===== src/bus_pkg.sv =====
////////////////////
// serial bus package
// widths, instruction codes and the
// command, response and bus line structs
// shared by masters, arbiter and slaves
////////////////////
package bus_pkg;

	// slave number, address and data widths
	localparam int SLAVE_LEN = 1;
	localparam int ADDR_LEN = 12;
	localparam int DATA_LEN = 8;
	localparam int N_MASTERS = 2;

	// bit counter wide enough for the longest serial phase
	localparam int CNT_LEN = $clog2(ADDR_LEN + 1);

	typedef logic [1:0] instr_t;

	// other codes mean idle
	localparam instr_t INSTR_WRITE = 2'b10;
	localparam instr_t INSTR_READ = 2'b11;

	// command handed to a master port, 23 bits
	typedef struct packed {
		instr_t instruction;
		logic [SLAVE_LEN-1:0] slave_select;
		logic [ADDR_LEN-1:0] address;
		logic [DATA_LEN-1:0] data;
	} master_cmd_t;

	// status back to the command source, 11 bits
	typedef struct packed {
		logic [DATA_LEN-1:0] data_in;
		logic rx_done;
		logic tx_done;
		logic trans_done;
	} master_rsp_t;

	// one master's outgoing serial lines, 7 bits
	typedef struct packed {
		logic tx_slave_select;
		logic tx_address;
		logic tx_data;
		logic master_valid;
		logic master_ready;
		logic write_en;
		logic read_en;
	} bus_lines_t;

endpackage

===== src/bus_arbiter.sv =====
////////////////////
// bus arbiter
// fixed priority grant of the shared lines,
// held until the owner signals trans_done
////////////////////
`timescale 1ns/1ps

module bus_arbiter import bus_pkg::*; (
	input logic clk,
	input logic rst,
	input logic [N_MASTERS-1:0] approval_request,
	input logic [N_MASTERS-1:0] trans_done,
	input bus_lines_t master_lines [N_MASTERS],
	output logic [N_MASTERS-1:0] approval_grant,
	output logic bus_busy,
	output bus_lines_t bus
);

	logic [N_MASTERS-1:0] pick;

	// walk down from the top so the lowest index wins
	always_comb begin
		pick = '0;
		for (int i = N_MASTERS - 1; i >= 0; i--) begin
			if (approval_request[i]) begin
				pick = '0;
				pick[i] = 1'b1;
			end
		end
	end

	always_ff @(posedge clk) begin
		if (rst) begin
			approval_grant <= '0;
			bus_busy <= 1'b0;
		end else if (bus_busy) begin
			// only the owner can end the tenure
			if (|(approval_grant & trans_done)) begin
				approval_grant <= '0;
				bus_busy <= 1'b0;
			end
		end else if (|pick) begin
			approval_grant <= pick;
			bus_busy <= 1'b1;
		end
	end

	// owner's lines onto the bus or zeros when idle
	always_comb begin
		bus = '0;
		for (int i = 0; i < N_MASTERS; i++) begin
			if (approval_grant[i]) begin
				bus = master_lines[i];
			end
		end
	end

	a_grant_onehot: assert property (@(posedge clk) disable iff (rst)
		$onehot0(approval_grant));

endmodule


===== config.mk =====
export PLATFORM = sky130hd
export DESIGN_NAME = bus_arbiter
export DESIGN_NICKNAME = d
export VERILOG_FILES = /design/src/bus_pkg.sv /design/src/bus_arbiter.sv
export SDC_FILE = /design/constraint.sdc
export NUM_CORES = 1
export LEC_CHECK = 0
export BUFFER_PORTS_ARGS = -buffer_cell sky130_fd_sc_hd__buf_2
export CAP_MARGIN = 20
export CORE_AREA = 4 4 41 43
export DETAILED_ROUTE_END_ITERATION = 10
export DIE_AREA = 0 0 45 47
export PLACE_DENSITY = 0.51
export RECOVER_POWER = 100
export SYNTH_ARGS = -nofsm -noshare
export SYNTH_HDL_FRONTEND = slang
export SYNTH_SLANG_ARGS = --single-unit

===== constraint.sdc =====
create_clock -name clk -period 2.5 [get_ports clk]
set_input_delay 0.75 -clock clk [delete_from_list [all_inputs] [get_ports clk]]
set_output_delay 0.75 -clock clk [all_outputs]
set_load 0.02 [all_outputs]

==> results_dict.tcl, run 1 <==
set metrics [dict create \
    worstHoldStart "bus_busy" \
    crit_type "flip-flop to primary output" \
    period_share 0.898 \
    core_area_um2 1300 \
    netlist_instances 27 \
    timing.rr.start "approval_grant[1]" \
    endpoint_kind "primary output" \
    r2r-end "bus_busy" \
    cp_max_fo 11 \
    portBuffers 29 \
    initial_core_util 0.172 \
    arrival_ns 1.49 \
    synth-xor-area-share 0 \
    max_freq_mhz 445 \
    final_util 0.297 \
    track_usage 0.0774 \
    globalplace.congestion 0.626 \
    diodes 0 \
    grt_overflow_total 0 \
    die_w_um 45 \
    hold_violations 0 \
    required_ns 1.75 \
    synthMuxAreaShare 0 \
    num-nets-final 79 \
    mostFrequentLayoutCell "buf_2" \
    setup_tns_ns 0 \
    leakage_uw 0.000183 \
    finalSetupViolCount 0 \
    numCtsBuffers 3 \
    grt_pass1_wl_um 1080 \
    syn-mean-instance-area_um2 8.30 \
    post_cts_buffers 0 \
    die_h_um 47 \
    wl_per_cell_um 10.7 \
    dp_hpwl_um 626 \
    status "complete, no violations" \
    rsz0062_at_grt "false" \
    period_minus_slack_ns 2.24 \
    hp-class "flip-flop to flip-flop" \
    cts_buffer_depth 2 \
    synthAdderAreaFrac 0 \
    rr_worst_depth 3 \
    final_antenna_net_count 0 \
    p_per_area_nw_per_um2 554 \
    clkLatencyLatePin_ns 0.23 \
    r2r_setup_slack_ns 1.53 \
    firstDrtPassIters 2 \
    grt_pass1_vias 278 \
    hold_ws_ns 0.572 \
    grt_max_degree 12 \
    tightestPinTransition_ns 0.454 \
    slowest_stage "nor2b_1" \
    pin_count 30 \
    peakVddDrop_mv 0.200 \
    cts_tree "yes" \
    syn_nets 47 \
    ys_warn_count 0 \
    vias 325 \
    slew_viol_final 0 \
    syn_area_um2 224 \
    slew_headroom 0.697 \
    synth_top_family_by_area "compound AO/OA/AOI/OAI gates" \
    yosysSeqAreaShare 0.268 \
    cts-root-buf "clkbuf_4" \
    path_cells "nor2b_1 -> a22o_1 -> clkbuf_1" \
    ys_ff_latch 3 \
    wl_um 780 \
    min_to "bus_busy" \
    finClkSkew_ns 0.00417 \
    hold_depth 1 \
    crit_path_start_kind "flip-flop" \
    slowest_delay_ns 0.42 \
    die-area_um2 2120 \
    total_power_uw 214 \
    area_delta_synth_final_pct 72.6 \
    yosys.area_share.simple 0.235 \
    synth_cell_types 14 \
    first_iter_violations 1 \
    post_cts_resized 0 \
    drive_above_1_share 0.397 \
    drv_cap 0 \
    num_rows 13 \
    path_clk_slew_ns 0.04 \
    drt_drc_violations_left 0 \
    cts.sinks 3 \
    holdBufCountCts 0 \
    viasPerCell 4.45 \
    htreeDepth 1 \
    final_cell_mix "20 x buf_2, 10 x clkbuf_1, 7 x a22o_1" \
    synth_compound_area_frac 0.425 \
    antenna_found_initial 0 \
]
## where the power goes
part	internal [uW]	switching (uW)
Clock	59.9	25.6
Combinational	28.9	38.5
Sequential	53.3	8.14
## flip-flops by register name (all words and copies together), names as in the netlist
name and cells:
bus_busy 1, approval_grant 2
## critical path: cells and delay by family, from the launching register on
family	cells	cell delay (ns)
and+or+nand+nor	1	0.42
DFF	1	0.41
buffers and inverters	1	0.23
AOI/OAI and AO/OA	1	0.20
## cell usage after synthesis
cell      instances  share of area
buf_4             1          0.034
nor2_1            1          0.017
inv_1             1          0.017
o31ai_1           2          0.067
a21oi_2           1          0.039
dfxtp_1           3           0.27
a21oi_1           2          0.045
buf_2             1          0.022
nand4b_1          2          0.078
a22o_1            7           0.27
nor2b_1           2          0.056
nor3_1            1          0.022
nand2_1           2          0.034
or3_1             1          0.028
## metrics by stage
step	std cells	setup WS [ns]	cell area, um^2
floorplan	27	0.709	224
global placement	69	0.527	375
detailed placement	69	0.533	375
CTS	73	0.279	402
global route	73	0.0957	387
finish	73	0.255	387
## final cells by class
type                    instances  area, um^2
clock buffers                   4        26.3
well taps                      15        18.8
flip-flops and latches          3        60.1
inverters                       1        3.75
repair buffers                 29         134
fillers                       159         915
multi-input cells              21         144
## kinds of logic after synthesis
family	after synthesis
AO/OA/AOI/OAI	12
AND/OR/NAND/NOR	9
flip-flops	3
buffers and inverters	3
## worst max path at each step
stage	slack [ns]	to	cells after the start	start
final	0.26	bus[6]	3	approval_grant[1]
after global routing	0.1	bus[5]	3	approval_grant[1]
after CTS	0.28	bus[1]	3	approval_grant[1]
after detailed placement	0.53	bus[1]	3	master_lines[1]
after global placement	0.53	bus[1]	3	master_lines[1]
after floorplan	0.71	bus[0]	4	approval_grant[1]
## layer usage
layer,wire [um],global-route usage,part of all wire
met5,0,0,0
met4,0,0.0702,0
met3,183,0.0421,0.23
met2,316,0.133,0.41
met1,280,0.0636,0.36
(Power assumes the default switching activity.)
==> inputs of run 2 (changes only) <==
--- a/config.mk
+++ b/config.mk
@@ -10,7 +10,7 @@
 export CORE_AREA = 4 4 41 43
 export DETAILED_ROUTE_END_ITERATION = 10
 export DIE_AREA = 0 0 45 47
-export PLACE_DENSITY = 0.51
+export PLACE_DENSITY = 0.59
 export RECOVER_POWER = 100
 export SYNTH_ARGS = -nofsm -noshare
 export SYNTH_HDL_FRONTEND = slang
==> run 2 against run 1 <==
Against the previous run:
- worst hold slack better by 0.016 ns
- clock power is 2% lower
- critical path depth stayed put
- final cell count stayed put
- flip-flop and latch count stayed put
- global-route usage is 0.31 points higher
- sequential share of layout area is 0.050 points higher
- routed wire length is 3.1% higher
- fmax is 0.15% lower
- non-clock buffer count stayed put
- critical path type unchanged
==> results_dict.tcl, run 2 (synthesis results as in run 1) <==
set metrics [dict create \
    status "complete, no violations" \
    endpoint_kind "primary output" \
    power_frac_comb 0.315 \
    required_ns 1.75 \
    hold_violations 0 \
    final_cell_mix "19 x buf_2, 11 x clkbuf_1, 7 x a22o_1" \
    arrival_ns 1.50 \
    power.net_switching_uw 71.8 \
    pwr-share-clk 0.393 \
    pwr-share-seq 0.292 \
    grt_overflow_total 0 \
    finalSetupViolCount 0 \
    num-nets-final 79 \
    finClkSkew_ns 0.00131 \
    largest_reg_flops 2 \
    die_w_um 45 \
    grt_max_degree 12 \
    die_h_um 47 \
    numCtsBuffers 3 \
    path_clk_slew_ns 0.04 \
    htreeDepth 1 \
    wl_um 804 \
    drt_drc_violations_left 0 \
    wl_per_cell_um 11.0 \
    vias 346 \
    antenna_found_initial 0 \
    reg.largest.list "approval_grant x2, bus_busy x1" \
    diodes 0 \
    track_usage 0.0805 \
    cts_tree "yes" \
    crit_type "flip-flop to primary output" \
    drive_above_1_share 0.379 \
    cts.sinks 3 \
    p_int_uw 142 \
    post_cts_buffers 0 \
    p_sw_frac 0.336 \
    peakVddDrop_mv 0.222 \
    num_rows 13 \
    tightestPinTransition_ns 0.458 \
    total_power_uw 213 \
    drv_cap 0 \
    cp_max_fo 11 \
    period_share 0.899 \
    grt_pass1_wl_um 1120 \
    clkLatencyLatePin_ns 0.23 \
    rsz0062_at_grt "false" \
    first_iter_violations 3 \
    top_register "approval_grant" \
    viasPerCell 4.74 \
    core_area_um2 1300 \
    mostFrequentLayoutCell "buf_2" \
    crit_path_start_kind "flip-flop" \
    hp-class "flip-flop to flip-flop" \
    area_delta_synth_final_pct 72.1 \
    cts_buffer_depth 2 \
    cts-root-buf "clkbuf_4" \
    max_freq_mhz 445 \
    portBuffers 29 \
    initial_core_util 0.172 \
    final_antenna_net_count 0 \
    fillers 164 \
    die-area_um2 2120 \
    leakage_uw 0.000179 \
    slew_viol_final 0 \
    firstDrtPassIters 2 \
    slew_headroom 0.694 \
    post_cts_resized 0 \
    pin_count 30 \
    grt_pass1_vias 293 \
    holdBufCountCts 0 \
    p_per_area_nw_per_um2 554 \
    setup_tns_ns 0 \
    globalplace.congestion 0.656 \
    period_minus_slack_ns 2.25 \
]
[run 2: changes by cell type in the layout (fill, tap and decap cells not counted)]
cell / change
clkbuf_1: +1
buf_2: -1
[run 2: stage by stage]
step | instances | area (um^2) | util | worst slack (ns) | hold slack (ns)
finish | 73 | 385 | 0.296 | 0.252 | 0.588
detailed placement | 69 | 375 | 0.288 | 0.527 | 0.578
global route | 73 | 385 | 0.296 | 0.0886 | 0.626
floorplan | 27 | 224 | - | 0.709 | 0.626
CTS | 73 | 402 | 0.309 | 0.286 | 0.581
global placement | 69 | 375 | 0.288 | 0.544 | 0.569
[run 2: per-layer routing]
metal	share of wire	track usage
met1	0.37	0.0658
met2	0.38	0.133
met3	0.23	0.0307
met4	0.024	0.105
met5	0	0
[run 2: worst max-delay path: stages (launching register included)]
cell,delay [ns]
dfxtp_1,0.41
nor2b_1,0.43
a22o_1,0.20
clkbuf_1,0.23
[run 2: final timing paths]
| check | startpoint | endpoint | slack [ns] | cells after the start |
|---|---|---|---|---|
| worst max-delay path | approval_grant[1] | bus[5] | 0.25 | 3 |
| worst min-delay path | bus_busy | approval_grant[0] | 0.59 | 2 |
| worst max register to register | approval_grant[1] | bus_busy | 1.48 | 3 |
| worst min register to register | bus_busy | approval_grant[0] | 0.59 | 2 |
[run 2: power by group through the flow]
stage               logic [uW]  clock network [uW]  registers, uW
finish                    67.2                83.8           62.3
global route              72.3                91.5           63.7
CTS                       72.3                88.8           62.1
detailed placement        72.3                   0           62.7
global placement          70.7                   0           62.3
floorplan                 37.2                   0           65.7
[run 2: layout make-up]
cell class                      instances  area, um^2  share of cell area
Sequential cell                         3        60.1               0.156
Clock buffer                            4        26.3              0.0682
Inverter                                1        3.75             0.00974
Tap cell                               15        18.8              0.0487
Timing Repair Buffer                   29         133               0.344
Multi-Input combinational cell         21         144               0.373
