## config.mk

```make
export PLATFORM = sky130hd
export DESIGN_NAME = master_port
export DESIGN_NICKNAME = d
export VERILOG_FILES = /design/src/bus_pkg.sv /design/src/master_port.sv /design/src/master_in_port.sv /design/src/master_out_port.sv
export SDC_FILE = /design/constraint.sdc
export NUM_CORES = 1
export LEC_CHECK = 0
export BUFFER_PORTS_ARGS = -buffer_cell sky130_fd_sc_hd__buf_4
export CAP_MARGIN = 30
export CORE_ASPECT_RATIO = 1.5
export CORE_UTILIZATION = 55
export DETAILED_ROUTE_END_ITERATION = 8
export GPL_TIMING_DRIVEN = 1
export PLACE_DENSITY = 0.8
export SLEW_MARGIN = 10
export SYNTH_ARGS = -nofsm -noshare
export SYNTH_HDL_FRONTEND = slang
export SYNTH_SLANG_ARGS = --single-unit
```

## constraint.sdc

```tcl
create_clock -name clk -period 2.4 [get_ports clk]
set_clock_uncertainty 0.15 [all_clocks]
set_input_delay 0.48 -clock clk [delete_from_list [all_inputs] [get_ports clk]]
set_output_delay 0.48 -clock clk [all_outputs]
set_load 0.02 [all_outputs]
```

## src/bus_pkg.sv

```systemverilog
////////////////////
// serial bus package
// widths, instruction codes and the
// command, response and bus line structs
// shared by masters, arbiter and slaves
////////////////////
package bus_pkg;

	// slave number, address and data widths
	localparam int SLAVE_LEN = 1;
	localparam int ADDR_LEN = 12;
	localparam int DATA_LEN = 8;
	localparam int N_MASTERS = 2;

	// bit counter wide enough for the longest serial phase
	localparam int CNT_LEN = $clog2(ADDR_LEN + 1);

	typedef logic [1:0] instr_t;

	// other codes mean idle
	localparam instr_t INSTR_WRITE = 2'b10;
	localparam instr_t INSTR_READ = 2'b11;

	// command handed to a master port, 23 bits
	typedef struct packed {
		instr_t instruction;
		logic [SLAVE_LEN-1:0] slave_select;
		logic [ADDR_LEN-1:0] address;
		logic [DATA_LEN-1:0] data;
	} master_cmd_t;

	// status back to the command source, 11 bits
	typedef struct packed {
		logic [DATA_LEN-1:0] data_in;
		logic rx_done;
		logic tx_done;
		logic trans_done;
	} master_rsp_t;

	// one master's outgoing serial lines, 7 bits
	typedef struct packed {
		logic tx_slave_select;
		logic tx_address;
		logic tx_data;
		logic master_valid;
		logic master_ready;
		logic write_en;
		logic read_en;
	} bus_lines_t;

endpackage
```

## src/master_port.sv

```systemverilog
////////////////////
// master port
// joins the out and in ports into one
// master and builds trans_done from them
////////////////////
`timescale 1ns/1ps

module master_port import bus_pkg::*; (
	input logic clk,
	input logic rst,
	input master_cmd_t cmd,
	output master_rsp_t rsp,
	input logic approval_grant,
	input logic bus_busy,
	input logic slave_valid,
	input logic slave_ready,
	input logic rx_data,
	output logic approval_request,
	output bus_lines_t lines
);

	bus_lines_t out_lines;
	logic in_master_ready;
	logic [DATA_LEN-1:0] data_in;
	logic rx_done;
	logic tx_done;
	logic read_active;

	// read window opens on read_en, closes on rx_done
	always_ff @(posedge clk) begin
		if (rst) begin
			read_active <= 1'b0;
		end else if (rx_done) begin
			read_active <= 1'b0;
		end else if (out_lines.read_en) begin
			read_active <= 1'b1;
		end
	end

	always_comb begin
		lines = out_lines;
		// both halves must be ready
		lines.master_ready = out_lines.master_ready && in_master_ready;
	end

	// a read's tx_done is only the end of its address
	assign rsp = '{
		data_in: data_in,
		rx_done: rx_done,
		tx_done: tx_done,
		trans_done: rx_done || (tx_done && !out_lines.read_en)
	};

	master_out_port i_master_out_port (
		.clk(clk),
		.rst(rst),
		.cmd(cmd),
		.approval_grant(approval_grant),
		.bus_busy(bus_busy),
		.slave_ready(slave_ready),
		.rx_done(rx_done),
		.approval_request(approval_request),
		.out_lines(out_lines),
		.tx_done(tx_done)
	);

	master_in_port i_master_in_port (
		.clk(clk),
		.rst(rst),
		.read_active(read_active),
		.rx_data(rx_data),
		.slave_valid(slave_valid),
		.master_ready(in_master_ready),
		.data_in(data_in),
		.rx_done(rx_done)
	);

endmodule

```

## src/master_in_port.sv

```systemverilog
////////////////////
// master in port
// collects the read byte from rx_data
// and flags rx_done after the last bit
////////////////////
`timescale 1ns/1ps

module master_in_port import bus_pkg::*; (
	input logic clk,
	input logic rst,
	input logic read_active,
	input logic rx_data,
	input logic slave_valid,
	output logic master_ready,
	output logic [DATA_LEN-1:0] data_in,
	output logic rx_done
);

	logic [DATA_LEN-1:0] shift_sr;
	logic [CNT_LEN-1:0] bit_cnt;
	logic take;
	logic last;

	// ready for the whole read window
	assign master_ready = read_active;
	assign take = read_active && slave_valid;
	assign last = (bit_cnt == CNT_LEN'(DATA_LEN - 1));

	always_ff @(posedge clk) begin
		if (rst) begin
			bit_cnt <= '0;
			rx_done <= 1'b0;
		end else begin
			rx_done <= take && last;
			if (!read_active) begin
				bit_cnt <= '0;
			end else if (take) begin
				if (last) begin
					bit_cnt <= '0;
				end else begin
					bit_cnt <= bit_cnt + 1'b1;
				end
			end
		end
	end

	// lsb arrives first
	always_ff @(posedge clk) begin
		if (take) begin
			shift_sr <= {rx_data, shift_sr[DATA_LEN-1:1]};
		end
		// held until the next read completes
		if (take && last) begin
			data_in <= {rx_data, shift_sr[DATA_LEN-1:1]};
		end
	end

endmodule

```

## src/master_out_port.sv

```systemverilog
////////////////////
// master out port
// latches a command, requests the bus and
// shifts slave number, address and write data
// onto the serial lines once granted
////////////////////
`timescale 1ns/1ps

module master_out_port import bus_pkg::*; (
	input logic clk,
	input logic rst,
	input master_cmd_t cmd,
	input logic approval_grant,
	input logic bus_busy,
	input logic slave_ready,
	input logic rx_done,
	output logic approval_request,
	output bus_lines_t out_lines,
	output logic tx_done
);

	typedef enum logic [2:0] {M_IDLE, M_REQ, M_SEL, M_ADDR, M_DATA, M_RWAIT} state_t;

	state_t state;
	master_cmd_t cmd_q;
	logic armed;
	logic cmd_op;
	logic cmd_go;
	logic won;
	logic [SLAVE_LEN-1:0] sel_sr;
	logic [ADDR_LEN-1:0] addr_sr;
	logic [DATA_LEN-1:0] data_sr;
	logic [CNT_LEN-1:0] bit_cnt;

	assign cmd_op = (cmd.instruction == INSTR_WRITE) || (cmd.instruction == INSTR_READ);
	// armed again only once the instruction has gone idle
	assign cmd_go = armed && cmd_op;
	// grant only counts while the arbiter marks the bus owned
	assign won = approval_grant && bus_busy;

	always_ff @(posedge clk) begin
		if (rst) begin
			state <= M_IDLE;
			armed <= 1'b1;
			approval_request <= 1'b0;
			tx_done <= 1'b0;
			bit_cnt <= '0;
		end else begin
			tx_done <= 1'b0;
			if (!cmd_op) begin
				armed <= 1'b1;
			end
			case (state)
				M_IDLE: begin
					if (cmd_go) begin
						armed <= 1'b0;
						approval_request <= 1'b1;
						state <= M_REQ;
					end
				end
				M_REQ: begin
					if (won) begin
						bit_cnt <= '0;
						state <= M_SEL;
					end
				end
				// each phase moves one bit per ready cycle
				M_SEL: begin
					if (slave_ready) begin
						if (bit_cnt == CNT_LEN'(SLAVE_LEN - 1)) begin
							bit_cnt <= '0;
							state <= M_ADDR;
						end else begin
							bit_cnt <= bit_cnt + 1'b1;
						end
					end
				end
				M_ADDR: begin
					if (slave_ready) begin
						if (bit_cnt == CNT_LEN'(ADDR_LEN - 1)) begin
							bit_cnt <= '0;
							if (cmd_q.instruction == INSTR_WRITE) begin
								state <= M_DATA;
							end else begin
								// read sends nothing after the address
								tx_done <= 1'b1;
								state <= M_RWAIT;
							end
						end else begin
							bit_cnt <= bit_cnt + 1'b1;
						end
					end
				end
				M_DATA: begin
					if (slave_ready) begin
						if (bit_cnt == CNT_LEN'(DATA_LEN - 1)) begin
							bit_cnt <= '0;
							tx_done <= 1'b1;
							approval_request <= 1'b0;
							state <= M_IDLE;
						end else begin
							bit_cnt <= bit_cnt + 1'b1;
						end
					end
				end
				// bus stays ours until the read byte is in
				M_RWAIT: begin
					if (rx_done) begin
						approval_request <= 1'b0;
						state <= M_IDLE;
					end
				end
				default: state <= M_IDLE;
			endcase
		end
	end

	// command and shift registers
	always_ff @(posedge clk) begin
		if (state == M_IDLE && cmd_go) begin
			cmd_q <= cmd;
		end
		if (state == M_REQ && won) begin
			sel_sr <= cmd_q.slave_select;
			addr_sr <= cmd_q.address;
			data_sr <= cmd_q.data;
		end else if (slave_ready) begin
			// lsb first, hold while stalled
			if (state == M_SEL) begin
				sel_sr <= sel_sr >> 1;
			end
			if (state == M_ADDR) begin
				addr_sr <= addr_sr >> 1;
			end
			if (state == M_DATA) begin
				data_sr <= data_sr >> 1;
			end
		end
	end

	always_comb begin
		out_lines = '0;
		// valid frames the whole transfer
		out_lines.master_valid = (state == M_SEL) || (state == M_ADDR) ||
			(state == M_DATA) || (state == M_RWAIT);
		out_lines.tx_slave_select = (state == M_SEL) && sel_sr[0];
		out_lines.tx_address = (state == M_ADDR) && addr_sr[0];
		out_lines.tx_data = (state == M_DATA) && data_sr[0];
		out_lines.write_en = (state == M_DATA);
		out_lines.read_en = (state == M_RWAIT);
		out_lines.master_ready = (state == M_RWAIT);
	end

	// arbiter must have granted before any frame starts
	a_valid_needs_grant: assert property (@(posedge clk) disable iff (rst)
		$rose(out_lines.master_valid) |-> approval_grant);

endmodule

```

==> metrics.md, run 1 <==
| Metric | Value |
|---|---|
| Outcome | complete, no violations |
| Post-Synthesis Cells | 244 |
| Ant diodes | 0 |
| Met1 usage | 22.0% |
| Die area | 0.00581 mm^2 |
| Clock transition at path regs | 80 ps |
| Fin. Hold Viols | 0 |
| Leakage | 1.49 nW |
| Crit start category | register |
| Worst path max stage delay | 630 ps |
| Max-cap violations | 0 |
| Global-route track usage on met3 | 5.67% |
| I/O pin cnt | 49 |
| Fin nets | 335 |
| Critical path's slowest cell | dfxtp_1 |
| CP delay by family, top | flip-flops |
| Slew HR | 67.3% |
| Pwr per Cell Area | 793 mW/mm^2 |
| Yosys warns | 0 |
| Synth top area share | 58.5% |
| Most Crowded Layer GR | met2 |
| Post-place setup slack | 96.4 ps |
| F_max | 436 MHz |
| Cell Rows | 32 |
| Area Overhead vs Synth | 22.1% |
| Clock Path Buffers | 2 |
| Routed Antenna Nets | 0 |
| Post-route insts no fill | 375 |
| First-pass DRT Iterations | 4 |
| Syn Area/Cell | 12.4 um^2 |
| M2 GR Usage | 32.2% |
| Post-DP HPWL | 3450 um |
| Root buf cell | clkbuf_8 |
| CP bufs+invs | 1 |
| CP Data Arrival Time | 1660 ps |
| Routed WL | 4930 um |
| Global route overflow | 0 |
| Slew Viols, Final | 0 |
| Htree depth | 3 |
| Placer Congestion | 0.800 |
| Die Height | 92.9 um |
| Worst Path Required | 1770 ps |
| Core area | 0.00520 mm^2 |
| Total global-route track usage | 19.1% |
| Final min period | 2290 ps |
| Setup TNS | 0 ps |
| IO Port Bufs | 48 |
| Yosys reg bits | 75 |
| Switching power | 0.000735 W |
| # DRC | 0 |
| Largest cells by area after synthesis | edfxtp_1 58%, dfxtp_1 11%, nand2_1 8.2%, and2_1 1.7%, ha_1 1.2% |
| DP Cell Count | 358 |
| Final Worst Setup Slack | 107 ps |
| Number of global-route vias before repair | 1843 |
| First-pass GRT wire length | 8210 um |
| Chip width | 62.6 um |
| Seq/Total Area, Yosys | 69.1% |
| Via count | 1952 |
| Largest net degree at the start of global routing | 24 |
| Count of different cell masters after synthesis | 49 |
| CTS Buf Count | 9 |
| Leading area contributor after synthesis | edfxtp_1 |
| DRT iter0 DRCs | 85 |
| Comb pwr share | 13.4% |
| Initial antenna violation count | 0 |
| Flop pwr share | 54.9% |
| Period utilization | 95.5% |
| Clk_lat worst skew | 340 ps |
| Worst Path Max Fanout | 13 |
| Kind of critical path | reg -> out |
| Worst-margin pin slew | 490 ps |
| Starting Density | 58.2% |
| Sink Count | 75 |
| Worst vdd ir | 0.797 mV |
| Share of layout cells above drive strength 1 | 26.1% |
| Synth top cells by count | 66 x nand2_1, 59 x edfxtp_1, 16 x dfxtp_1 |
| Most frequent cell after synthesis | nand2_1 |
| Syn Nets | 277 |
| WL per Instance | 13.1 um |
| Hold Path Class | in -> reg |
| Clk pwr share | 31.8% |
| Main synth FF type | edfxtp_1 |
| Cell-internal power | 0.00220 W |
| Synth async-reset ratio | 0% |
| Number of setup violations in the final report | 0 |
| Pwr Total | 0.00293 W |
| Number of synthesized flops with an enable pin | 59 |
| CP cell instances | nor3b_2 -> and2_1 -> buf_4 |
| Switching fraction of total power | 25.0% |
| Synth Cell Area | 0.00303 mm^2 |
| Unrepaired setup endpoints after global routing | no |
| Vias/cell | 5.21 |
| CTS tree | built |
| Critical Path End Type | output port |
-- flip-flops by register name, indices dropped and copies added (netlist names), 3 cells and up --
register	count
i_master_out_port.cmd_q	23
i_master_out_port.bit_cnt	4
i_master_out_port.data_sr	8
i_master_in_port.shift_sr	7
i_master_out_port.state	3
i_master_in_port.data_in	8
i_master_in_port.bit_cnt	4
i_master_out_port.addr_sr	12
-- cells in the final DEF, fill, tap and decap left out, types with 3 or more instances in the layout --
master / n
nand3b_1: 3
nor2b_1: 4
and2_1: 8
nand3_1: 6
inv_1: 6
a21oi_1: 7
nand2_1: 66
buf_4: 58
ha_1: 3
edfxtp_1: 59
clkbuf_8: 9
nand2b_1: 4
nor2_1: 6
dfxtp_1: 16
nor3_1: 4
mux2i_1: 3
-- metal layers --
metal	up-vias	routed length, um
met1	914	2130
met4	0	114
li1	979	-
met2	50	2440
met5	-	0
met3	9	250
-- stage by stage --
step | util [%] | cell area (um^2) | hold slack [ps]
global placement | 67.0 | 3490 | 254
floorplan | - | 3030 | 250
global route | 71.1 | 3700 | 141
finish | 71.1 | 3700 | 163
detailed placement | 67.0 | 3490 | 277
CTS | 70.7 | 3680 | 144
-- area by class of cell --
type | count | area (um^2)
clock buffer | 10 | 128
multi-input combinational | 152 | 873
timing repair buffer | 58 | 435
sequential | 75 | 2090
tap | 68 | 85.1
clock inverter | 6 | 63.8
inverter | 6 | 22.5
fill | 382 | 1510
-- cell families (layout without fill, tap and decap cells) --
| family | count (synthesis) | count (layout) | share of synthesized area, % |
|---|---|---|---|
| compound gates | 24 | 24 | 5.78 |
| xor+xnor | 3 | 3 | 0.868 |
| fa+ha+maj | 3 | 3 | 1.24 |
| buf+inv | 17 | 80 | 2.64 |
| flops | 75 | 75 | 69.1 |
| mux | 4 | 4 | 1.36 |
| simple gates | 118 | 118 | 19.0 |
-- power by group through the flow --
stage                     registers, W  logic, W  clock network (W)
after CTS                      0.00160  0.000397           0.000965
after global placement         0.00163  0.000381                  0
after detailed placement       0.00163  0.000394                  0
final                          0.00161  0.000392           0.000932
after floorplan                0.00161  0.000259                  0
after global routing           0.00162  0.000437            0.00100
-- timing repair --
| item | 4_1_cts | 5_1_grt |
|---|---|---|
| setup endpoints to repair | 0 | 3 |
| hold buffers | 0 | 0 |
| setup buffers | 0 | 1 |
| gates resized for setup | 0 | 2 |
| hold endpoints to repair | 0 | 0 |
-- path summary, 6_finish.rpt --
check / endpoint / slack [ps] / from / cells past startpoint
worst min-delay path: i_master_out_port.cmd_q[4] / 160 / cmd[4] / 1
worst max register to register: i_master_out_port.state[1] / 260 / i_master_out_port.bit_cnt[0] / 6
worst min register to register: i_master_in_port.data_in[0] / 290 / i_master_in_port.shift_sr[1] / 0
worst max-delay path: lines[6] / 110 / i_master_out_port.state[1] / 3
-- worst register-to-register path, delay by kind of cell, from the launching register on --
kind / cells / cell delay [ps]
compound gates: 3 / 980
simple gates: 1 / 360
flops: 1 / 350
fa+ha+maj: 1 / 120
buf+inv: 1 / 70
No activity file was read; power rests on OpenSTA's default activity.
==> inputs of run 2 (changes only) <==
- ABC_AREA: default -> 1
- CAP_MARGIN: 30 -> default
==> metrics.md, run 2 <==
| Metric | Value |
|---|---|
| Outcome | complete, no violations |
| Number of global-route vias before repair | 1949 |
| Sink Count | 75 |
| DRT iter0 DRCs | 71 |
| Unrepaired setup endpoints after global routing | no |
| Period utilization | 87.6% |
| Main synth FF type | edfxtp_1 |
| Via count | 1947 |
| Leakage | 1.63 nW |
| Hold Path Class | in -> reg |
| Number of synthesized flops with an enable pin | 59 |
| Most frequent cell after synthesis | edfxtp_1 |
| Seq/Total Area, Yosys | 67.6% |
| IO Port Bufs | 48 |
| Placer Congestion | 0.847 |
| Hold Startpoint | cmd[14] |
| FF-to-FF path depth | 3 |
| Routed WL | 5680 um |
| Htree depth | 3 |
| Area Overhead vs Synth | 23.1% |
| Syn Nets | 285 |
| Post-DP HPWL | 4020 um |
| Post-CTS Setup Repair Bufs | 0 |
| Vias/cell | 5.04 |
| Kind of critical path | reg -> out |
| Critical R2R Launch | i_master_out_port.state[0] |
| Fin nets | 344 |
| Worst Path Max Fanout | 6 |
| Max-cap violations | 0 |
| Slew HR | 27.8% |
| Critical Path End Type | output port |
| Max reg flops | 23 |
| Largest net degree at the start of global routing | 18 |
| CTS resizes | 0 |
| Global route overflow | 0 |
| Pwr per Cell Area | 1000 mW/mm^2 |
| Yosys reg bits | 75 |
| I/O pin cnt | 49 |
| Commonest non-fill, non-tap cell in the layout | edfxtp_1 |
| Core area | 0.00545 mm^2 |
| Routed Antenna Nets | 0 |
| Number of setup violations in the final report | 0 |
| CTS tree | built |
| Cell Rows | 33 |
| Post-Synthesis Cells | 252 |
| Synth top area share | 57.3% |
| Clock transition at path regs | 80 ps |
| Share of layout cells above drive strength 1 | 32.6% |
| Chip width | 63.2 um |
| Most frequent cells in the layout | 59 x edfxtp_1, 54 x buf_4, 35 x nand2_1, 34 x nor2_1, 29 x inv_1 |
| Worst Path Required | 1770 ps |
| First-pass DRT Iterations | 4 |
| R2R setup slack | 320 ps |
| Fin. Hold Viols | 0 |
| Endpoint of the lowest-slack register-to-register path | i_master_out_port.data_sr[4] |
| Clk_lat worst skew | 350 ps |
| Syn Area/Cell | 12.3 um^2 |
| F_max | 476 MHz |
| Synth async-reset ratio | 0% |
| Yosys warns | 0 |
| DP Cell Count | 370 |
| Final core occ | 69.9% |
| Setup TNS | 0 ps |
| Worst-margin pin slew | 1070 ps |
| # DRC | 0 |
| CTS Buf Count | 9 |
| FILL cells | 404 |
| CP Data Arrival Time | 1470 ps |
| Synth Cell Area | 0.00309 mm^2 |
| Ant diodes | 0 |
| # hold bufs at CTS | 0 |
| FF+latch area | 0.00209 mm^2 |
| Largest cells by area after synthesis | edfxtp_1 57%, dfxtp_1 10%, mux2_4 6.8%, nand2_1 4.2%, nor2_1 4.2% |
| Largest reg by FF count | i_master_out_port.cmd_q |
| WL per Instance | 14.7 um |
| Slew Viols, Final | 0 |
| Leading area contributor after synthesis | edfxtp_1 |
| First-pass GRT wire length | 9090 um |
| Die Height | 93.9 um |
| Sink of the worst hold path | i_master_out_port.cmd_q[14] |
| Post-route insts no fill | 386 |
| Final min period | 2100 ps |
| Root buf cell | clkbuf_8 |
| Hold Crit Depth | 1 |
| Worst vdd ir | 0.568 mV |
| Clock Path Buffers | 2 |
| Initial antenna violation count | 0 |
| Die area | 0.00594 mm^2 |
| Total global-route track usage | 21.7% |
| Starting Density | 56.8% |
| Multi-input logic area | 835 um^2 |
| Synth top cells by count | 59 x edfxtp_1, 35 x nand2_1, 35 x nor2_1 |
| Count of different cell masters after synthesis | 27 |
| Crit start category | register |
| Top Registers | i_master_out_port.cmd_q: 23 flops, i_master_out_port.addr_sr: 12 flops |
## run 2: cell types whose count changed in the layout (fill, tap and decap cells not counted), sizes merged, moves of 3 or more
cell | previous run | this run
nand2 | 66 | 40
mux2i | 3 | 0
inv | 8 | 34
buf | 58 | 54
nand3b | 3 | 0
nor2 | 6 | 40
o21ai | 3 | 8
nor3b | 3 | 0
mux2 | 1 | 18
bufinv | 1 | 4
nor2b | 4 | 0
and2 | 8 | 0
nand2b | 4 | 0
nand3 | 6 | 16
## run 2: worst max path at each step
stage                               start                      endpoint  cells past startpoint  slack, ps
3_5_place_dp   i_master_out_port.state[0]  i_master_out_port.data_sr[4]                      3        340
2_1_floorplan  i_master_out_port.state[2]    i_master_out_port.cmd_q[0]                      4        210
5_1_grt        i_master_out_port.state[0]  i_master_out_port.data_sr[3]                      3         80
6_report       i_master_out_port.state[1]                      lines[5]                      5        300
4_1_cts        i_master_out_port.state[1]                      lines[5]                      5        290
3_3_place_gp                  slave_ready  i_master_out_port.data_sr[3]                      3        400
## run 2: per-layer routing
layer,part of all wire (%),track usage (%)
met1,38,22.3
met2,54,38.5
met3,4.6,5.83
met4,3.2,13.8
met5,0,0
## run 2: logic make-up (layout without fill, tap and decap cells)
group | count (synthesis) | in the layout | share of synthesized area, %
adders and majority gates | 3 | 3 | 1.21
xor gates and xnor gates | 2 | 2 | 0.566
and+or+nand+nor | 99 | 99 | 14.1
muxes | 18 | 18 | 8.25
AOI/OAI and AO/OA | 16 | 16 | 2.79
DFF | 75 | 75 | 67.6
buffers and inverters | 39 | 103 | 5.50
## run 2: where the power goes
group / leakage [nW] / switching (W) / internal, W
Sequential: 0.672 / 0.0000825 / 0.00164
Combinational: 0.830 / 0.000506 / 0.000324
Clock: 0.131 / 0.000472 / 0.000802
## run 2: area by class of cell
type,instances,share of cell area [%]
clock buffers,10,3.35
clock inverters,6,3.61
inverters,33,3.25
multi-input cells,138,21.9
flip-flops and latches,75,54.9
well taps,70,2.30
repair buffers,54,10.6
## run 2: worst max-delay path, cell delays in order, from the launching register on
cell and delay, ps:
dfxtp_1 440, nand2_1 80, nor2_1 220, inv_1 120
nor2_1 110, buf_4 150
## run 2: stage by stage
stage                     power (W)  instance area (um^2)  hold WS, ps  setup WS (ps)
after global routing        0.00400                  3810          125           82.4
after floorplan             0.00231                  3090          250            214
after global placement      0.00253                  3540          255            401
final                       0.00382                  3810          147            297
after detailed placement    0.00257                  3540          268            337
after CTS                   0.00384                  3810          133            292
